==> config.mk <==
export PLATFORM = sky130hd
export DESIGN_NAME = snd_mailbox
export DESIGN_NICKNAME = d
export VERILOG_FILES = /design/src/design/snd_macros.svh /design/src/design/snd_bus_pkg.sv /design/src/design/snd_mailbox.sv
export SDC_FILE = /design/constraint.sdc
export NUM_CORES = 1
export LEC_CHECK = 0
export BUFFER_PORTS_ARGS = -buffer_cell sky130_fd_sc_hd__buf_2
export CAP_MARGIN = 20
export CORE_MARGIN = 2
export CORE_UTILIZATION = 42
export DETAILED_ROUTE_END_ITERATION = 10
export GPL_ROUTABILITY_DRIVEN = 0
export PLACE_DENSITY = 0.73
export SKIP_CTS_REPAIR_TIMING = 1
export SLEW_MARGIN = 20
export SYNTH_ARGS = -nofsm -noshare
export SYNTH_HDL_FRONTEND = slang
export SYNTH_SLANG_ARGS = --single-unit
==> constraint.sdc <==
create_clock -name clk -period 0.9 [get_ports clk]
set_clock_uncertainty 0.15 [all_clocks]
set_input_delay 0 -clock clk [delete_from_list [all_inputs] [get_ports clk]]
set_output_delay 0 -clock clk [all_outputs]
set_load 0.01 [all_outputs]
==> src/design/snd_macros.svh <==
// ~~~~~~~~~~~~~~~~~~~~
// sound board widths and map
// ~~~~~~~~~~~~~~~~~~~~
`ifndef SND_MACROS_SVH
`define SND_MACROS_SVH

// memory widths
`define SND_ROM_AW 17   // code ROM 128 KB
`define SND_PCM_AW 21   // sample ROM 2 MB
`define SND_RAM_AW 13   // work RAM 8 KB
`define SND_BANK_W 3

// region tags matched against the top address bits
`define SND_RAM_TAG  3'b110      // C000-DFFF on A[15:13]
`define SND_PCM_TAG  5'b11100    // E000-E7FF on A[15:11]
`define SND_FM_TAG   5'b11101    // E800-EFFF
`define SND_MBOX_TAG 5'b11110    // F000-F7FF
`define SND_BANK_TAG 6'b111110   // F800-FBFF on A[15:10]

// data driven by windows with nothing behind them
`define SND_OPEN_BUS 8'hff

// bank byte bit that releases the NMI
`define SND_NMI_CLR_BIT 4

`endif

==> src/design/snd_bus_pkg.sv <==
// ~~~~~~~~~~~~~~~~~~~~
// sound bus types
// ~~~~~~~~~~~~~~~~~~~~
package snd_bus_pkg;

    // one sound CPU access lasting a single cycle
    typedef struct packed {
        logic        strobe;
        logic        we;
        logic [15:0] addr;
        logic [7:0]  wdata;
    } snd_bus_req_t;

    // read return
    typedef struct packed {
        logic       rvalid;
        logic [7:0] rdata;
    } snd_bus_rsp_t;

    // decoded address windows
    typedef enum logic [2:0] {
        rg_rom_fixed,
        rg_rom_bank,
        rg_ram,
        rg_pcm,
        rg_fm,
        rg_mbox,
        rg_bank,
        rg_none
    } snd_region_e;

    // main CPU side of the mailbox
    typedef struct packed {
        logic       we;
        logic [1:0] addr;   // 0 and 1 select the m2s latches
        logic [7:0] wdata;
    } main_req_t;

endpackage

==> src/design/snd_mailbox.sv <==
// ~~~~~~~~~~~~~~~~~~~~
// main/sound mailbox
// ~~~~~~~~~~~~~~~~~~~~
`timescale 1ns/1ps

module snd_mailbox
    import snd_bus_pkg::*;
(
    input  logic         clk,
    input  logic         rst,
    input  main_req_t    main_req,
    input  logic         main_we,
    input  logic         sel,
    input  snd_bus_req_t bus_req,
    input  logic         snd_irq,
    output logic [7:0]   rdata,
    output logic [7:0]   pair_dout,
    output logic         int_n
);

    logic [1:0][7:0] m2s;     // main to sound
    logic [7:0]      s2m;     // sound to main
    logic            main_wr;
    logic            snd_wr;
    logic            snd_rd;
    logic            int_ack;
    logic            irq_l;

    assign main_wr   = main_we && main_req.we && !main_req.addr[1];
    assign snd_wr    = sel && bus_req.we && bus_req.addr[1:0] == 2'd2;
    assign snd_rd    = sel && !bus_req.we;
    assign int_ack   = snd_rd && bus_req.addr[1:0] == 2'd3;
    assign pair_dout = s2m;

    always_ff @(posedge clk or posedge rst) begin
        if (rst) begin
            m2s <= '0;
            s2m <= 8'h00;
        end else begin
            if (main_wr)
                m2s[main_req.addr[0]] <= main_req.wdata;
            if (snd_wr)
                s2m <= bus_req.wdata;
        end
    end

    // snd_irq edge pulls int_n low
    // until the sound CPU reads offset 3
    always_ff @(posedge clk or posedge rst) begin
        if (rst) begin
            irq_l <= 1'b0;
            int_n <= 1'b1;
        end else begin
            irq_l <= snd_irq;
            if (int_ack)
                int_n <= 1'b1;
            if (snd_irq && !irq_l)
                int_n <= 1'b0;
        end
    end

    // registered so it lines up with the map's one-cycle return
    always_ff @(posedge clk) begin
        if (snd_rd) begin
            case (bus_req.addr[1:0])
                2'd0:    rdata <= m2s[0];
                2'd1:    rdata <= m2s[1];
                2'd2:    rdata <= s2m;      // own latch readback
                default: rdata <= 8'h00;    // ack read
            endcase
        end
    end

endmodule

# Word-level counts from Yosys, hierarchy flattened

Cells that the tools add are included.

Muxes and demuxes: 6
Reduce and logical (&&, ||, !) cells: 13
Equal/unequal tests: 3
Magnitude comparators: 2

Operator list:

| operator                                            | number |
|---|---|
| one-hot mux 8 bit (3 select lines)                  | 1 |
| bitwise mux 16 bit                                  | 1 |
| demux 8 bit (select 1 bit)                          | 1 |
| logical AND 1 bit                                   | 8 |
| 2-to-1 mux 8 bit                                    | 1 |
| equality test 2 bit, second input constant          | 2 |
| logical NOT 1 bit                                   | 3 |
| equality test 2 x 1 -> 1 bit, second input constant | 1 |
| logical NOT 2 bit                                   | 1 |
| < comparator 1 x 2 -> 1 bit, second input constant  | 1 |
| 2-to-1 mux 1 bit                                    | 2 |
| nonzero test 2 bit                                  | 1 |
| >= comparator 1 bit, second input constant          | 1 |

Output and inout port bits: 17
Bits in registers: 34

# Longest topological paths before layout

Word-level depth: 5
Gate-level depth with buffers: 4

# Worst setup path before layout

Ideal clock, no wire load.

Path kind: input port to flip-flop
Start: input port main_req[8] in the netlist's numbering
End: register m2s[0] in the netlist's numbering
Stages on the path: 3
Required time: 0.625 ns
Data arrival time: 0.698 ns
Path slack: -0.074 ns
Path through: and4bb_1 -> buf_6 -> mux2_4

Word-level cells in the longest chain between the ends: 5
Elaborated cells between the ends (all ways): 6
Classes of those cells: 2 x order compare; 3 x mux; 1 x reduce/logical

RTL lines:

| item                                                                                            | line              | source |
|---|---|---|
| from (decl)                                                                                     | snd_mailbox.sv:11 | `input main_req_t main_req,` |
| < comparator 1 x 2 -> 1 bit (implied by the code) / >= comparator 1 bit (equally long branches) | snd_mailbox.sv:41 | `m2s[main_req.addr[0]] <= main_req.wdata;` |
| logical AND 1 bit (implied by the code)                                                         | snd_mailbox.sv:41 |  |
| 2-to-1 mux 8 bit (implied by the code)                                                          | snd_mailbox.sv:41 |  |
| demux 8 bit (select 1 bit) (*)                                                                  | snd_mailbox.sv:41 |  |
| bitwise mux 16 bit (*)                                                                          | snd_mailbox.sv:41 |  |
| to (signal, indexed assignment)                                                                 | snd_mailbox.sv:41 |  |
| to (decl)                                                                                       | snd_mailbox.sv:21 | `logic [1:0][7:0] m2s;` |

Mark *: on every way between the ends. The rest lies on a longest branch, timed or not.
A chain may end at the register's enable or synchronous reset.

# Worst setup path in the final report

Start: register int_n
End: output port int_n

RTL lines:

| item                   | line              | source |
|---|---|---|
| from (decl)            | snd_mailbox.sv:18 | `output logic int_n` |
| from (signal assigned) | snd_mailbox.sv:52 | `int_n <= 1'b1;` |
| from (signal assigned) | snd_mailbox.sv:56 | `int_n <= 1'b1;` |
| from (signal assigned) | snd_mailbox.sv:58 | `int_n <= 1'b0;` |

No word-level cell between the ends.

==> out/results.ini <==
[clock_network]
numCtsBuffers=5
clkSinkCount=34
cts_tree=built
cts-root-buf=clkbuf_4
h-tree-depth=2
clk_latency_ns=0.34
clk_pin_slew_ns=0.10
clock_path_buffers=2

[worst_setup_path]
reg2reg_setup_slack_ns=-0.17
rr_startpoint=pair_dout[5]
end_kind=output pin
worstPathMaxFanout=2
criticalPathCategory=register to output pin
slowest_delay_ns=0.56
cpMaxStageDelayCell=dfstp_2
critPathTopFamily=flip-flops
cp.arrival_ns=1.00
required_ns=0.75
cp_cell_sequence=buf_6
critPathBufInv=1
worst_r2r_path_depth=2
r2r_end=pair_dout[5]
critPathLaunchType=register

[cells_and_area]
drive_above_1_share=0.571
antennaDiodeCount=0
finalNonFillerCells=216
final_area_sq_um=2190
layout_commonest_cell=buf_2
synthToLayoutAreaGrowth_pct=49.6
layout_common_cells=buf_2, dfrtp_1, mux2_4
final_nets=211
nFillCells=243
postLayoutCoreUtil=0.656

[synth]
synth.area.top_cells=dfrtp_1, edfxtp_1, mux2_2
synth-seq-area-share=0.609
synth_top_area_share=0.427
synth_nets=129
synthCells=87
yosys_warnings=0
synth_cell_types=17
syn_avg_cell_area_sq_um=16.8
synth_top_area_cell=dfrtp_1
synth-seq-cells=34
syn-cell-area_sq_um=1460

[routing]
drc=0
drt_iter0_markers=30
routedWlPerCell_um=14.9
num_vias=1072
antenna_left=0
drtPass1Iterations=4
vias_per_cell=4.96
routed_wl_um=3210

[power_and_ir_drop]
ir_worst_vdd_v=0.000675
power.density_nw_per_um2=1840
power.leakage_nw=1.08

[run_status]
violations=negative hold slack, negative setup slack
status=finished, violations left

[hold_path]
min_to=int_n
min_from=sel
min_path_type=input port to register
whs_path_depth=3

[place]
place_area_sq_um=1820
numPortBuffers=43
dp.cells=181
hpwl_um=2200

[floorplanning]
rows=21
dieArea_sq_um=3970
pin_count=59
die_h_um=63.0
die_width_um=63.0
core_area_sq_um=3340
initial_core_util=0.439

[timing]
finalCriticalPeriod_ns=1.15
tightestPinTransition_ns=0.655
finalSetupViolCount=48
finalHoldViolations=1
final_max_slew_viol_count=0
whs_ns=-0.0549
slew_headroom=0.563
fmax_ghz=0.871
rsz0062_at_grt=yes
fin_crit_sh=1.28
layout_setup_ws_ns=-0.249

[grt]
grt_usage=0.158
antenna_found_initial=0
grt_max_degree=12
grt_pass1_vias=996
globalRouteOverflowTotal=0
grt_pass1_wl_um=4690

[flow_run]
drv_cap=0

registers in the layout, indices dropped and copies added, names as in the netlist:
name and count:
pair_dout 8, rdata 8, int_n 1, m2s 16, irq_l 1
per-stage QoR:
stage               TNS [ns]  power, mW  setup WS (ns)
floorplan              -1.11       2.55        -0.0736
global placement       -6.17       2.83         -0.216
detailed placement     -7.44       2.87         -0.234
CTS                    -3.86       3.74         -0.264
global route           -6.28       4.26         -0.292
finish                 -4.70       4.03         -0.249
worst max-delay path by stage:
| stage | from | endpoint | cells after the start |
|---|---|---|---|
| 6_report | int_n | int_n | 1 |
| 5_1_grt | int_n | int_n | 1 |
| 4_1_cts | int_n | int_n | 1 |
| 3_5_place_dp | main_req[9] | m2s[14] | 3 |
| 3_3_place_gp | main_req[8] | m2s[4] | 4 |
| 2_1_floorplan | main_req[8] | m2s[0] | 3 |
final cells by class:
| class | instances | area (sq um) | area share |
|---|---|---|---|
| Multi-Input combinational cell | 47 | 598 | 0.273 |
| Inverter | 2 | 7.51 | 0.00343 |
| Sequential cell | 34 | 892 | 0.407 |
| Tap cell | 46 | 57.6 | 0.0263 |
| Timing Repair Buffer | 79 | 576 | 0.263 |
| Clock buffer | 8 | 58.8 | 0.0269 |
synthesized netlist by cell type:
cell / count
dfrtp_1: 25
mux2_2: 16
edfxtp_1: 8
mux2_4: 8
mux2i_1: 8
o2bb2ai_1: 8
buf_4: 2
inv_1: 2
nor2b_1: 2
a2bb2oi_1: 1
and4b_1: 1
and4bb_1: 1
buf_2: 1
buf_6: 1
dfstp_2: 1
nand4b_2: 1
nand4b_4: 1
logic make-up (layout without fill, tap and decap cells):
kind of cell | Yosys count | count (layout) | synth area share
AO/OA/AOI/OAI | 9 | 9 | 0.0538
AND/OR/NAND/NOR | 6 | 6 | 0.0504
buffers and inverters | 6 | 89 | 0.0265
multiplexers | 32 | 32 | 0.260
flip-flops | 34 | 34 | 0.609
power breakdown:
| part | internal (mW) | total [mW] | switching, mW |
|---|---|---|---|
| clock network | 0.385 | 0.869 | 0.483 |
| logic | 0.727 | 1.11 | 0.383 |
| registers | 1.87 | 2.05 | 0.177 |
per-layer routing:
layer | vias to the layer above | track usage | share of wire
met4 | 0 | 0.0806 | 0.027
met5 | - | 0 | 0
met2 | 39 | 0.247 | 0.50
met1 | 532 | 0.185 | 0.42
met3 | 10 | 0.0667 | 0.059
li1 | 491 | - | -
Note: power is estimated with default switching activity, not from simulation.
