[config.mk]
export PLATFORM = sky130hd
export DESIGN_NAME = snd_pcm_voice
export DESIGN_NICKNAME = d
export VERILOG_FILES = /design/src/design/snd_bus_pkg.sv /design/src/design/snd_voice_pkg.sv /design/src/design/snd_pcm_voice.sv
export VERILOG_INCLUDE_DIRS = /design/src /design/src/design
export SDC_FILE = /design/constraint.sdc
export NUM_CORES = 1
export LEC_CHECK = 0
export BUFFER_PORTS_ARGS = -buffer_cell sky130_fd_sc_hd__clkbuf_2
export CAP_MARGIN = 20
export CORE_ASPECT_RATIO = 0.6
export CORE_UTILIZATION = 60
export CTS_CLUSTER_DIAMETER = 40
export DETAILED_ROUTE_END_ITERATION = 8
export PLACE_DENSITY = 0.91
export SLEW_MARGIN = 20
export SYNTH_ARGS = -nofsm -noshare
export SYNTH_HDL_FRONTEND = slang
export SYNTH_SLANG_ARGS = --single-unit
[constraint.sdc]
create_clock -name clk -period 5.21 [get_ports clk]
set_input_delay 0.2605 -clock clk [delete_from_list [all_inputs] [get_ports clk]]
set_output_delay 0.2605 -clock clk [all_outputs]
set_load 0.01 [all_outputs]
[src/design/snd_macros.svh]
// ~~~~~~~~~~~~~~~~~~~~
// sound board widths and map
// ~~~~~~~~~~~~~~~~~~~~
`ifndef SND_MACROS_SVH
`define SND_MACROS_SVH

// memory widths
`define SND_ROM_AW 17   // code ROM 128 KB
`define SND_PCM_AW 21   // sample ROM 2 MB
`define SND_RAM_AW 13   // work RAM 8 KB
`define SND_BANK_W 3

// region tags matched against the top address bits
`define SND_RAM_TAG  3'b110      // C000-DFFF on A[15:13]
`define SND_PCM_TAG  5'b11100    // E000-E7FF on A[15:11]
`define SND_FM_TAG   5'b11101    // E800-EFFF
`define SND_MBOX_TAG 5'b11110    // F000-F7FF
`define SND_BANK_TAG 6'b111110   // F800-FBFF on A[15:10]

// data driven by windows with nothing behind them
`define SND_OPEN_BUS 8'hff

// bank byte bit that releases the NMI
`define SND_NMI_CLR_BIT 4

`endif

[src/design/snd_bus_pkg.sv]
// ~~~~~~~~~~~~~~~~~~~~
// sound bus types
// ~~~~~~~~~~~~~~~~~~~~
package snd_bus_pkg;

    // one sound CPU access lasting a single cycle
    typedef struct packed {
        logic        strobe;
        logic        we;
        logic [15:0] addr;
        logic [7:0]  wdata;
    } snd_bus_req_t;

    // read return
    typedef struct packed {
        logic       rvalid;
        logic [7:0] rdata;
    } snd_bus_rsp_t;

    // decoded address windows
    typedef enum logic [2:0] {
        rg_rom_fixed,
        rg_rom_bank,
        rg_ram,
        rg_pcm,
        rg_fm,
        rg_mbox,
        rg_bank,
        rg_none
    } snd_region_e;

    // main CPU side of the mailbox
    typedef struct packed {
        logic       we;
        logic [1:0] addr;   // 0 and 1 select the m2s latches
        logic [7:0] wdata;
    } main_req_t;

endpackage

[src/design/snd_voice_pkg.sv]
// ~~~~~~~~~~~~~~~~~~~~
// PCM voice types
// ~~~~~~~~~~~~~~~~~~~~
package snd_voice_pkg;

    // programmable state of one voice
    typedef struct packed {
        logic [20:0] start;   // first sample ROM byte
        logic [15:0] length;  // bytes per pass
        logic [7:0]  volume;  // unsigned gain
        logic        loop;
    } pcm_regs_t;

    // scaled output with a strobe per new value
    typedef struct packed {
        logic               stb;
        logic signed [15:0] value;
    } pcm_sample_t;

endpackage

[src/design/snd_pcm_voice.sv]
// ~~~~~~~~~~~~~~~~~~~~
// single PCM voice
// ~~~~~~~~~~~~~~~~~~~~
`timescale 1ns/1ps
`include "snd_macros.svh"

module snd_pcm_voice
    import snd_bus_pkg::*;
    import snd_voice_pkg::*;
(
    input  logic                   clk,
    input  logic                   rst,
    input  logic                   cen_pcm,
    input  logic                   sel,
    input  snd_bus_req_t           bus_req,
    input  logic [7:0]             pcm_data,
    output logic [7:0]             rdata,
    output logic                   pcm_cs,
    output logic [`SND_PCM_AW-1:0] pcm_addr,
    output pcm_sample_t            sample
);

    pcm_regs_t              regs;
    logic                   busy;
    logic [`SND_PCM_AW-1:0] pos;
    logic [15:0]            cnt;     // bytes left in this pass
    logic                   wr;
    logic                   rd;
    logic                   key_on;
    logic                   step;
    logic                   last;
    logic                   fetch_v; // ROM byte arrives this cycle
    logic                   smp_stb;
    logic signed [15:0]     smp_val;
    logic signed [16:0]     product;

    assign wr       = sel && bus_req.we;
    assign rd       = sel && !bus_req.we;
    assign key_on   = wr && bus_req.addr[2:0] == 3'd6 && bus_req.wdata[0];
    assign step     = cen_pcm && busy;
    assign last     = cnt == 16'd1;
    assign pcm_cs   = step;
    assign pcm_addr = pos;
    // signed byte times unsigned volume
    assign product  = $signed(pcm_data) * $signed({1'b0, regs.volume});
    assign sample   = '{stb: smp_stb, value: smp_val};

    always_ff @(posedge clk or posedge rst) begin
        if (rst) begin
            regs    <= '0;
            busy    <= 1'b0;
            fetch_v <= 1'b0;
            smp_stb <= 1'b0;
        end else begin
            fetch_v <= step;
            smp_stb <= fetch_v;
            if (wr) begin
                case (bus_req.addr[2:0])
                    3'd0:    regs.start[7:0]   <= bus_req.wdata;
                    3'd1:    regs.start[15:8]  <= bus_req.wdata;
                    3'd2:    regs.start[20:16] <= bus_req.wdata[4:0];
                    3'd3:    regs.length[7:0]  <= bus_req.wdata;
                    3'd4:    regs.length[15:8] <= bus_req.wdata;
                    3'd5:    regs.volume       <= bus_req.wdata;
                    3'd6:    regs.loop         <= bus_req.wdata[1];
                    default: regs              <= regs;  // status offset
                endcase
            end
            if (key_on)
                busy <= |regs.length;   // zero length stays idle
            else if (step && last && !regs.loop)
                busy <= 1'b0;
        end
    end

    // position and count reload on key-on and at the end of a pass
    always_ff @(posedge clk) begin
        if (key_on || (step && last)) begin
            pos <= regs.start;
            cnt <= regs.length;
        end else if (step) begin
            pos <= pos + 1'b1;
            cnt <= cnt - 1'b1;
        end
        if (fetch_v)
            smp_val <= product[15:0];
    end

    always_ff @(posedge clk) begin
        if (rd) begin
            case (bus_req.addr[2:0])
                3'd0:    rdata <= regs.start[7:0];
                3'd1:    rdata <= regs.start[15:8];
                3'd2:    rdata <= {3'd0, regs.start[20:16]};
                3'd3:    rdata <= regs.length[7:0];
                3'd4:    rdata <= regs.length[15:8];
                3'd5:    rdata <= regs.volume;
                3'd6:    rdata <= {6'd0, regs.loop, 1'b0};  // key-on reads 0
                default: rdata <= {7'd0, busy};
            endcase
        end
    end

endmodule

Yosys cells after proc, flatten, opt, wreduce, memory -nomap -nowiden
Cells that the tools add are included.
{ "classes": {"n_reduce_logical": 21, "eq_ne": 7, "bitwise_logic": 0, "addsub": 2, "shifts": 0, "mul": 1, "n_div": 0, "muxes": 7, "magnitude_cmp": 0} }
{ "ops": {"columns": ["op", "count"], "rows": [
  ["one-hot mux 8 bit (7 select lines)", 1],
  ["two-way mux 21 bit", 2],
  ["two-way mux 16 bit", 2],
  ["adder 21 x 1 -> 21 bit (second input constant)", 1],
  ["equality test 16 x 1 -> 1 bit (second input constant)", 1],
  ["multiplier 8 x 9 -> 16 bit", 1],
  ["OR reduction 16 bit", 1],
  ["subtractor 16 x 1 -> 16 bit (second input constant)", 1],
  ["AND reduction 2 bit", 7],
  ["equality test 3 bit (second input constant)", 3],
  ["logical AND 1 bit", 7],
  ["equality test 3 x 2 -> 1 bit (second input constant)", 2],
  ["nonzero test 2 bit", 2],
  ["equality test 3 x 1 -> 1 bit (second input constant)", 1],
  ["logical NOT 3 bit", 1],
  ["logical NOT 1 bit", 2],
  ["two-way mux 1 bit", 2],
  ["logical OR 1 bit", 1]
]} }
{ "word_totals": {"ramBits": 0, "memories": 0, "romBits": 0, "in_bits": 38, "latch_bits": 0, "ff_bits": 110} }

Logic depth before layout (Yosys ltp)
Gate-level depths: netlist of the first run.
{ "logic_depth": {"ltp_word": 5, "mapped_depth": 18, "mapped_depth_nobuf": 17} }

Worst setup path after synthesis of the first run
OpenSTA, ideal clock, no wires.
{ "synth_timing": {"path_kind": "register -> register", "startpoint": "register regs[7] (netlist name)", "endpoint": "register smp_val[13] (data pin)", "period_less_slack_ps": 4500, "stages_incl_launch_ff": 15, "path_slack_ps": 710, "t_arrival_ps": 4244, "n_path_buf": 1, "path_cell_list": "dfrtp_1 clkbuf_1 and2_1 fa_1 fa_1 inv_1 fa_1 fa_1 inv_1 ha_1 a21o_1 a21oi_1 a21oi_1 or4b_2 o211a_1"} }
{ "synth_between": {"elab_chain_len": 1} }
{ "synth_rtl": {"columns": ["element", "line", "source"], "rows": [
  ["start, declared", "snd_pcm_voice.sv:23", "pcm_regs_t regs;"],
  ["start signal, assigned", "snd_pcm_voice.sv:66", "default: regs <= regs;"],
  ["multiplier 8 x 9 -> 16 bit", "snd_pcm_voice.sv:45", "assign product = $signed(pcm_data) * $signed({1'b0, regs.volume});"],
  ["named net product[13]", "snd_pcm_voice.sv:35", "logic signed [16:0] product;"],
  ["end signal, assigned", "snd_pcm_voice.sv:86", "smp_val <= product[15:0];"],
  ["end, declared", "snd_pcm_voice.sv:34", "logic signed [15:0] smp_val;"]
]} }
The timed path passes the listed nets, and every way through them passes these cells.
A chain may end at the register's enable or synchronous reset.

Final worst setup path of the first run
{ "layout_timing": {"startpoint": "register regs[4] (netlist name)", "endpoint": "register smp_val[13] (data pin)"} }
Same word-level chain as after synthesis.

==> flow_metrics.py, run 1 <==
metrics = {
    "worst_hold_path": {
        "hp-class": "in -> async",
    },
    "global_routing": {
        "grt_start_max_net_pins": 53,
        "grt_overflow": 0,
        "first_global_vias": 5434,
        "antenna_found_initial": 0,
        "grtUsageTotal_pct": 29.8,
        "grt_first_pass_wirelength_microns": 28200,
    },
    "power": {
        "finalPower_w": 0.00381,
        "p_leak_nw": 3.54,
        "peakVddDrop_mv": 0.360,
        "cellPowerDensity_mw_per_mm2": 468,
    },
    "flow_run": {
        "maxCapViolations": 0,
    },
    "die": {
        "rows": 30,
        "fp.dieArea_sq_mm": 0.0127,
        "fp.dieW_microns": 145,
        "die_h_microns": 87.6,
        "initial_core_util_pct": 63.2,
        "pin_count": 85,
        "coreArea_sq_mm": 0.0116,
    },
    "synthesis": {
        "synth_edf_count": 61,
        "ys_seq_area_share_pct": 41.7,
        "yosysTopAreaCell": "edfxtp_1",
        "synth_area_sq_mm": 0.00733,
        "syn_nets": 795,
        "ys_ff_latch": 110,
        "netlist.area_leader.share_pct": 25.0,
        "post_synth.cell_area_avg_sq_um": 10.8,
        "ys_types": 53,
        "async_flop_share_pct": 44.5,
        "synthTopCellsByArea": "edfxtp_1 (25%), dfrtp_1 (17%), fa_1 (10%), mux2_2 (7.7%), ha_1 (7.3%)",
        "ys.flop_type": "edfxtp_1",
        "yosys_warnings": 0,
        "syn_inst": 677,
    },
    "final_layout": {
        "layout.area.seq_sq_mm": 0.00306,
        "final_common_cell": "clkbuf_2",
        "final_nets": 860,
        "syn2layout_area_growth_pct": 11.0,
        "multi_input_area_sq_mm": 0.00398,
        "drive_gt1_share_pct": 19.8,
        "antenna_cells": 0,
        "final_util_pct": 70.2,
        "n_fill_cell": 786,
        "mostFrequentLayoutCells": "clkbuf_2 (70), nor2_1 (63), inv_1 (62)",
    },
    "sta": {
        "finalCritPeriodShare_pct": 93.9,
        "skew_ps": 7.38,
        "final-setup-viol-count": 0,
        "setup-tns-final_ps": 0,
        "fmax_mhz": 204,
        "max-slew-margin-rel_pct": 33.5,
        "hold_viol_final": 0,
        "rsz0062_at_grt": "false",
        "tightestPinTransition_ps": 996,
        "fin_crit_ps": 4890,
        "fin_ws_ps": 316,
        "finalMaxSlewViolations": 0,
    },
    "clock_tree": {
        "cts_buffers": 9,
        "clockBufferDepth": 2,
        "cts_hold_buf": 0,
        "cts_sinks": 110,
        "h-tree-depth": 3,
        "cts_tree": "done",
        "post-cts-setup-buffers": 0,
        "clk_latency_ps": 360,
        "path_clk_slew_ps": 80,
        "clockRootBuffer": "clkbuf_16",
        "cts_resized": 0,
    },
    "drt": {
        "dr.pass1.iters": 5,
        "wirelength_microns": 17800,
        "wl_per_cell_microns": 19.7,
        "vias_per_cell": 6.13,
        "vias": 5557,
        "antenna_left": 0,
        "drc": 0,
        "drtIter0Drc": 656,
    },
    "setup_path": {
        "crit_chain": "and2_1 > fa_1 > inv_1 > fa_1 > fa_1 > fa_1 > inv_1 > ha_1 > a21o_1 > a21oi_1 > a21oi_1 > or4b_2 > o211a_1",
        "critPathCaptureType": "flop",
        "critPathRequiredTime_ps": 5330,
        "slowest_delay_ps": 680,
        "crit_slowest_cell": "or4b_2",
        "crit_top_cell": "fa_1",
        "cp-start-kind": "flop",
        "worst-setup-path-type": "reg -> reg",
        "arrival_ps": 5010,
        "path_max_fanout": 10,
    },
    "place": {
        "place.gp.congestion": 0.919,
        "preCtsSetupSlack_ps": 350,
        "io_buffer_count": 70,
        "hpwl_microns": 12900,
    },
    "run_status": {
        "status": "finished, final reports clean",
    },
}
==> final cells by class <==
type,instances,area share [%]
clock buffers,10,2.81
clock inverters,6,0.769
inverters,63,2.92
multi-input cells,485,48.9
flip-flops and latches,110,37.6
well taps,160,2.46
repair buffers,73,4.58
==> per-stage QoR <==
stage,hold WS (ps),instances,instance area (sq um)
floorplan,377,677,7330
global placement,521,891,7840
detailed placement,526,891,7840
CTS,186,907,8140
global route,110,907,8140
finish,35.9,907,8140
==> where the power goes <==
group / internal [W] / total [W] / switching (W)
combinational: 0.000788 / 0.00174 / 0.000955
clock: 0.000340 / 0.000687 / 0.000347
sequential: 0.00118 / 0.00138 / 0.000192
total: 0.00231 / 0.00381 / 0.00149
==> sequential cells by signal, summed over array words and instances, names as in the netlist <==
name      cells
cnt          16
regs         46
busy          1
smp_stb       1
smp_val      16
fetch_v       1
pcm_addr     21
rdata         8
==> routing by layer <==
metal | wire length [microns] | global-route usage (%)
met3 | 2240 | 10.6
met5 | 0 | 0
met2 | 7860 | 43.5
met4 | 547 | 11.4
met1 | 7180 | 41.2
==> path summary, 6_finish.rpt <==
path | depth (start not counted) | endpoint | slack (ps) | start
worst max-delay path | 13 | smp_val[13] | 320 | regs[4]
worst min-delay path | 2 | regs[6] | 40 | rst
worst max register to register | 13 | smp_val[13] | 320 | regs[4]
worst min register to register | 1 | regs[41] | 550 | regs[41]
max in group asynchronous | 2 | fetch_v | 4650 | rst
min in group clk | 3 | regs[10] | 210 | bus_req[1]
==> cell usage after synthesis, drive strengths merged (2+ instances only) <==
library cell  instances
nor2                 63
or2                   4
edfxtp               61
a211o                 2
nand3                13
nor3                 11
nor4                  6
and4                  2
mux4                  2
nand4                 3
a22oi                 8
xnor2                25
or4                   3
o22ai                 5
nor2b                 9
inv                  63
nand3b                2
a21oi                48
mux2                 50
mux2i                 8
o21ai                11
and2                 49
ha                   43
a31oi                 4
a21o                  3
xor2                 15
nand2b                7
or3                   8
dfrtp                49
fa                   37
buf                   6
clkbuf               13
nand2                30
==> critical path: cells and delay by family (launching register included) <==
kind            cells  cell delay [ps]
fa+ha+maj           5             2440
compound gates      4              700
simple gates        2              900
buf+inv             2               90
flops               1              510
==> cells by family (layout without fill, tap and decap cells) <==
| kind of cell | after synthesis | after routing | synth area share [%] |
|---|---|---|---|
| fa+ha+maj | 80 | 80 | 17.4 |
| simple gates | 215 | 215 | 15.2 |
| xor+xnor | 40 | 40 | 4.78 |
| mux | 60 | 60 | 9.39 |
| compound gates | 90 | 90 | 7.19 |
| flops | 110 | 110 | 41.7 |
| buf+inv | 82 | 152 | 4.30 |
Note: power is estimated with default switching activity, not from simulation.
==> run 2: changes to the inputs <==
--- a/config.mk
+++ b/config.mk
@@ -9,10 +9,11 @@
 export BUFFER_PORTS_ARGS = -buffer_cell sky130_fd_sc_hd__clkbuf_2
 export CAP_MARGIN = 20
 export CORE_ASPECT_RATIO = 0.6
-export CORE_UTILIZATION = 60
+export CORE_UTILIZATION = 59
 export CTS_CLUSTER_DIAMETER = 40
 export DETAILED_ROUTE_END_ITERATION = 8
-export PLACE_DENSITY = 0.91
+export PLACE_DENSITY = 0.89
+export SETUP_SLACK_MARGIN = 0.4
 export SLEW_MARGIN = 20
 export SYNTH_ARGS = -nofsm -noshare
 export SYNTH_HDL_FRONTEND = slang
==> run 2 against run 1 <==
Against the previous run: first-iteration DRC count increased by 4.6%; total power increased by 1.2%; utilization decreased by 2.0 points; global-route usage decreased by 1.6 points; clock power increased by 5.7%; via count increased by 0.74%; clock-buffer cell count unchanged; critical endpoint unchanged; highest routed layer unchanged.
==> flow_metrics.py, run 2 (same netlist as run 1, synthesis figures left out) <==
metrics = {
    "run_status": {
        "status": "finished, final reports clean",
    },
    "clock_tree": {
        "h-tree-depth": 3,
        "clockRootBuffer": "clkbuf_16",
        "clockBufferDepth": 2,
        "cts_sinks": 110,
        "path_clk_slew_ps": 80,
        "cts_buffers": 9,
        "clk_latency_ps": 360,
        "cts_hold_buf": 0,
        "cts_tree": "done",
    },
    "die": {
        "initial_core_util_pct": 60.6,
        "fp.dieW_microns": 146,
        "die_h_microns": 88.3,
        "rows": 31,
        "coreArea_sq_mm": 0.0121,
        "pin_count": 85,
        "fp.dieArea_sq_mm": 0.0129,
    },
    "global_routing": {
        "antenna_found_initial": 0,
        "grt_start_max_net_pins": 50,
        "grt_first_pass_wirelength_microns": 28000,
        "grtUsageTotal_pct": 28.3,
        "first_global_vias": 5505,
        "grt_overflow": 0,
    },
    "sta": {
        "fmax_mhz": 217,
        "max-slew-margin-rel_pct": 34.0,
        "finalMaxSlewViolations": 0,
        "finalCritPeriodShare_pct": 88.6,
        "hold_viol_final": 0,
        "final-setup-viol-count": 0,
        "rsz0062_at_grt": "false",
        "skew_ps": 12.1,
        "tightestPinTransition_ps": 986,
        "setup-tns-final_ps": 0,
        "fin_crit_ps": 4620,
    },
    "final_layout": {
        "mostFrequentLayoutCells": "clkbuf_2 (70), nor2_1 (63), inv_1 (62)",
        "drive_gt1_share_pct": 21.8,
        "n_fill_cell": 883,
        "final_nets": 869,
        "largest_reg_flops": 46,
        "antenna_cells": 0,
        "final_util_pct": 68.1,
        "syn2layout_area_growth_pct": 12.4,
        "regMostFlops": "regs",
        "final_common_cell": "clkbuf_2",
    },
    "flow_run": {
        "maxCapViolations": 0,
    },
    "setup_path": {
        "critPathRequiredTime_ps": 5330,
        "ff2ff_path_depth": 13,
        "arrival_ps": 4730,
        "critPathCaptureType": "flop",
        "rrSetupSlack_ps": 590,
        "cp-start-kind": "flop",
        "worst-setup-path-type": "reg -> reg",
        "path_max_fanout": 6,
    },
    "power": {
        "finalPower_w": 0.00385,
        "cellPowerDensity_mw_per_mm2": 468,
        "peakVddDrop_mv": 0.340,
        "p_leak_nw": 3.59,
    },
    "drt": {
        "vias_per_cell": 6.08,
        "drc": 0,
        "wl_per_cell_microns": 19.3,
        "vias": 5598,
        "dr.pass1.iters": 5,
        "antenna_left": 0,
        "drtIter0Drc": 686,
        "wirelength_microns": 17800,
    },
    "place": {
        "place.gp.congestion": 0.888,
        "hpwl_microns": 12900,
        "io_buffer_count": 70,
    },
    "worst_hold_path": {
        "hp-class": "in -> async",
    },
}
-- run 2: timing repair --
action,in CTS,in global routing
setup endpoints to repair,0,2
gates resized for setup,0,8
buffers inserted,0,8
-- run 2: final timing paths --
| kind | start | endpoint |
|---|---|---|
| min reg2reg | regs[45] | regs[45] |
| min in group clk | bus_req[7] | regs[24] |
| max in group asynchronous | rst | regs[3] |
| max reg2reg | regs[4] | smp_val[13] |
| min | rst | regs[5] |
| max | regs[4] | smp_val[13] |
-- run 2: final cells by class --
type	instances	area [sq um]	area share, %
Multi-Input combinational cell	485	3980	48.3
Inverter	63	238	2.88
Sequential cell	110	3070	37.2
Clock inverter	6	78.8	0.956
Tap cell	165	206	2.50
Timing Repair Buffer	82	440	5.34
Clock buffer	10	229	2.78
-- run 2: routing by layer --
metal / track usage [%] / part of all wire (%)
met5: 0 / 0
met4: 8.90 / 2.4
met3: 8.14 / 11
met2: 43.7 / 45
met1: 39.0 / 41
-- run 2: worst max-delay path, cell delays in order (launching register included) --
cell and delay, ps:
dfrtp_2 450, and2_1 170, fa_1 530, inv_1 50
fa_1 460, fa_1 520, fa_1 540, inv_1 40
ha_1 350, a21o_1 190, a21oi_2 180, a21oi_2 110
or4b_2 640, o211a_1 150
-- run 2: power by group --
part	internal (W)	leakage, nW	switching (W)
Combinational	0.000806	2.27	0.000961
Clock	0.000385	0.152	0.000341
Sequential	0.00119	1.17	0.000174
-- run 2: per-stage QoR --
step / setup slack, ps / instance area [sq um] / instances / hold WS, ps
3_3_place_gp: 519 / 7860 / 897 / 523
4_1_cts: 419 / 8170 / 913 / 178
2_1_floorplan: 710 / 7330 / 677 / 377
3_5_place_dp: 400 / 7860 / 897 / 535
6_report: 595 / 8240 / 921 / 29.4
5_1_grt: 417 / 8240 / 921 / 115
==> run 3: changes to the inputs <==
--- a/config.mk
+++ b/config.mk
@@ -8,7 +8,8 @@
 export LEC_CHECK = 0
 export BUFFER_PORTS_ARGS = -buffer_cell sky130_fd_sc_hd__clkbuf_2
 export CAP_MARGIN = 20
-export CORE_ASPECT_RATIO = 0.6
+export CORE_ASPECT_RATIO = 0.7
+export CORE_MARGIN = 3
 export CORE_UTILIZATION = 59
 export CTS_CLUSTER_DIAMETER = 40
 export DETAILED_ROUTE_END_ITERATION = 8
==> run 3 against run 2 <==
Against the previous run: clock-buffer cell count down 1; wire length about the same; utilization up 0.94 points; non-clock buffer count up 3; critical path depth unchanged; worst setup slack worse by 67 ps; sequential cell count unchanged; combinational power about the same; final cell count down 0.54%; die area up 7.2%; total power down 0.71%; sequential power about the same; critical path type unchanged; highest routed layer unchanged.
==> flow_metrics.py, run 3 (same netlist as run 1, synthesis figures left out) <==
metrics = {
    "run_status": {
        "status": "finished, final reports clean",
    },
    "drt": {
        "drtIter0Drc": 601,
        "vias": 5586,
        "wirelength_microns": 17800,
        "dr.pass1.iters": 6,
        "vias_per_cell": 6.10,
        "drc": 0,
        "antenna_left": 0,
        "wl_per_cell_microns": 19.4,
    },
    "final_layout": {
        "final_common_cell": "clkbuf_2",
        "mostFrequentLayoutCells": "clkbuf_2 (70), nor2_1 (63), inv_1 (62)",
        "drive_gt1_share_pct": 22.3,
        "largest_reg_flops": 46,
        "syn2layout_area_growth_pct": 12.4,
        "regMostFlops": "regs",
        "fin_area_sq_mm": 0.00824,
        "antenna_cells": 0,
        "final_nets": 872,
    },
    "power": {
        "p_leak_nw": 3.59,
        "cellPowerDensity_mw_per_mm2": 464,
        "peakVddDrop_mv": 0.321,
    },
    "global_routing": {
        "antenna_found_initial": 0,
        "grtUsageTotal_pct": 25.8,
        "use_met3_pct": 6.01,
        "grt_start_max_net_pins": 50,
        "grtUsageMet1_pct": 36.0,
        "busiest_layer": "met2",
        "grt_overflow": 0,
        "use_met2_pct": 40.7,
        "first_global_vias": 5521,
        "grt_first_pass_wirelength_microns": 28300,
    },
    "clock_tree": {
        "clk_latency_ps": 360,
        "path_clk_slew_ps": 80,
        "cts_tree": "done",
        "cts_sinks": 110,
        "clockRootBuffer": "clkbuf_16",
        "clockBufferDepth": 2,
        "h-tree-depth": 3,
        "cts_buffers": 9,
    },
    "place": {
        "place.gp.congestion": 0.887,
        "io_buffer_count": 70,
        "postPlaceCellArea_sq_mm": 0.00785,
        "hpwl_microns": 12900,
    },
    "setup_path": {
        "worst_path_dominant_cell_family": "adder cells",
        "crit_slowest_cell": "or4b_2",
        "path_buf_inv": 2,
        "crit_path_end": "smp_val[13]",
        "ff2ff_path_depth": 13,
        "rr_startpoint": "regs[3]",
        "critPathCaptureType": "flop",
        "crit_cells": 13,
        "crit_path_start": "regs[3]",
        "path_max_fanout": 8,
        "rrSetupSlack_ps": 530,
        "arrival_ps": 4800,
        "cp-start-kind": "flop",
        "worst-setup-path-type": "reg -> reg",
        "crit_chain": "and2_1 > fa_1 > fa_1 > inv_1 > fa_1 > fa_1 > inv_1 > ha_1 > a21o_1 > a21oi_2 > a21oi_2 > or4b_2 > o211a_1",
        "crit_top_cell": "fa_1",
        "slowest_delay_ps": 650,
        "critPathRequiredTime_ps": 5330,
        "timing.rr.end": "smp_val[13]",
    },
    "sta": {
        "fmax_mhz": 214,
        "hold_viol_final": 0,
        "tightestPinTransition_ps": 854,
        "final-setup-viol-count": 0,
        "finalCritPeriodShare_pct": 89.9,
        "finalMaxSlewViolations": 0,
        "rsz0062_at_grt": "false",
        "skew_ps": 9.99,
        "max-slew-margin-rel_pct": 42.9,
        "fin_crit_ps": 4680,
        "setup-tns-final_ps": 0,
    },
    "die": {
        "fp.dieW_microns": 139,
        "fp.dieArea_sq_mm": 0.0138,
        "coreArea_sq_mm": 0.0119,
        "die_h_microns": 99.3,
        "rows": 33,
        "initial_core_util_pct": 61.4,
        "pin_count": 85,
    },
    "worst_hold_path": {
        "hp-class": "in -> async",
    },
    "flow_run": {
        "maxCapViolations": 0,
    },
}
==> run 3: changes by cell type in the layout (fill, tap and decap cells not counted), sizes merged <==
cell,before,now
buf,12,15
bufinv,1,0
clkbuf,80,79
clkinv,2,5
inv,66,65
==> run 3: worst min-delay path by stage <==
| stage | from | endpoint | cells after the start |
|---|---|---|---|
| after detailed placement | regs[26] | regs[26] | 2 |
| after CTS | rst | regs[22] | 2 |
| after floorplan | bus_req[1] | regs[10] | 2 |
| final | rst | regs[13] | 2 |
| after global placement | regs[34] | regs[34] | 2 |
| after global routing | rst | regs[37] | 2 |
==> run 3: cell type report <==
class | instances | area [sq um]
multi-input combinational | 485 | 3980
fill | 812 | 3690
sequential | 110 | 3070
timing repair buffer | 85 | 463
inverter | 63 | 238
clock buffer | 9 | 225
tap | 157 | 196
clock inverter | 7 | 67.6
==> run 3: worst reg2reg max path: stages, from the launching register on <==
cell	delay, ps
dfrtp_2	480
and2_1	190
fa_1	460
fa_1	560
inv_1	60
fa_1	460
fa_1	560
inv_1	50
ha_1	360
a21o_1	190
a21oi_2	170
a21oi_2	100
or4b_2	650
o211a_1	160
==> run 3: repair_timing <==
action                     in CTS  in global routing
gates resized for setup         0                  8
setup endpoints to repair       0                  2
setup buffers                   0                 11
hold buffers                    0                  0
==> run 3: routing by layer <==
| layer | vias up | routed length (microns) |
|---|---|---|
| li1 | 2496 | - |
| met1 | 2774 | 7320 |
| met2 | 273 | 8400 |
| met3 | 43 | 1650 |
| met4 | 0 | 395 |
| met5 | - | 0 |
==> run 3: where the power goes <==
part	switching, W	internal [W]	leakage (nW)	total [W]
registers	0.000166	0.00119	1.17	0.00135
clock network	0.000345	0.000337	0.145	0.000682
logic	0.000977	0.000813	2.28	0.00179
==> run 3: stage by stage <==
stage,cells,utilization (%),setup WS [ps],power [W],hold slack (ps)
floorplan,677,-,710,0.00262,377
global placement,889,65.8,523,0.00296,494
detailed placement,889,65.8,429,0.00305,499
CTS,905,68.2,410,0.00375,159
global route,916,69.0,433,0.00412,90.9
finish,916,69.0,528,0.00383,23.4
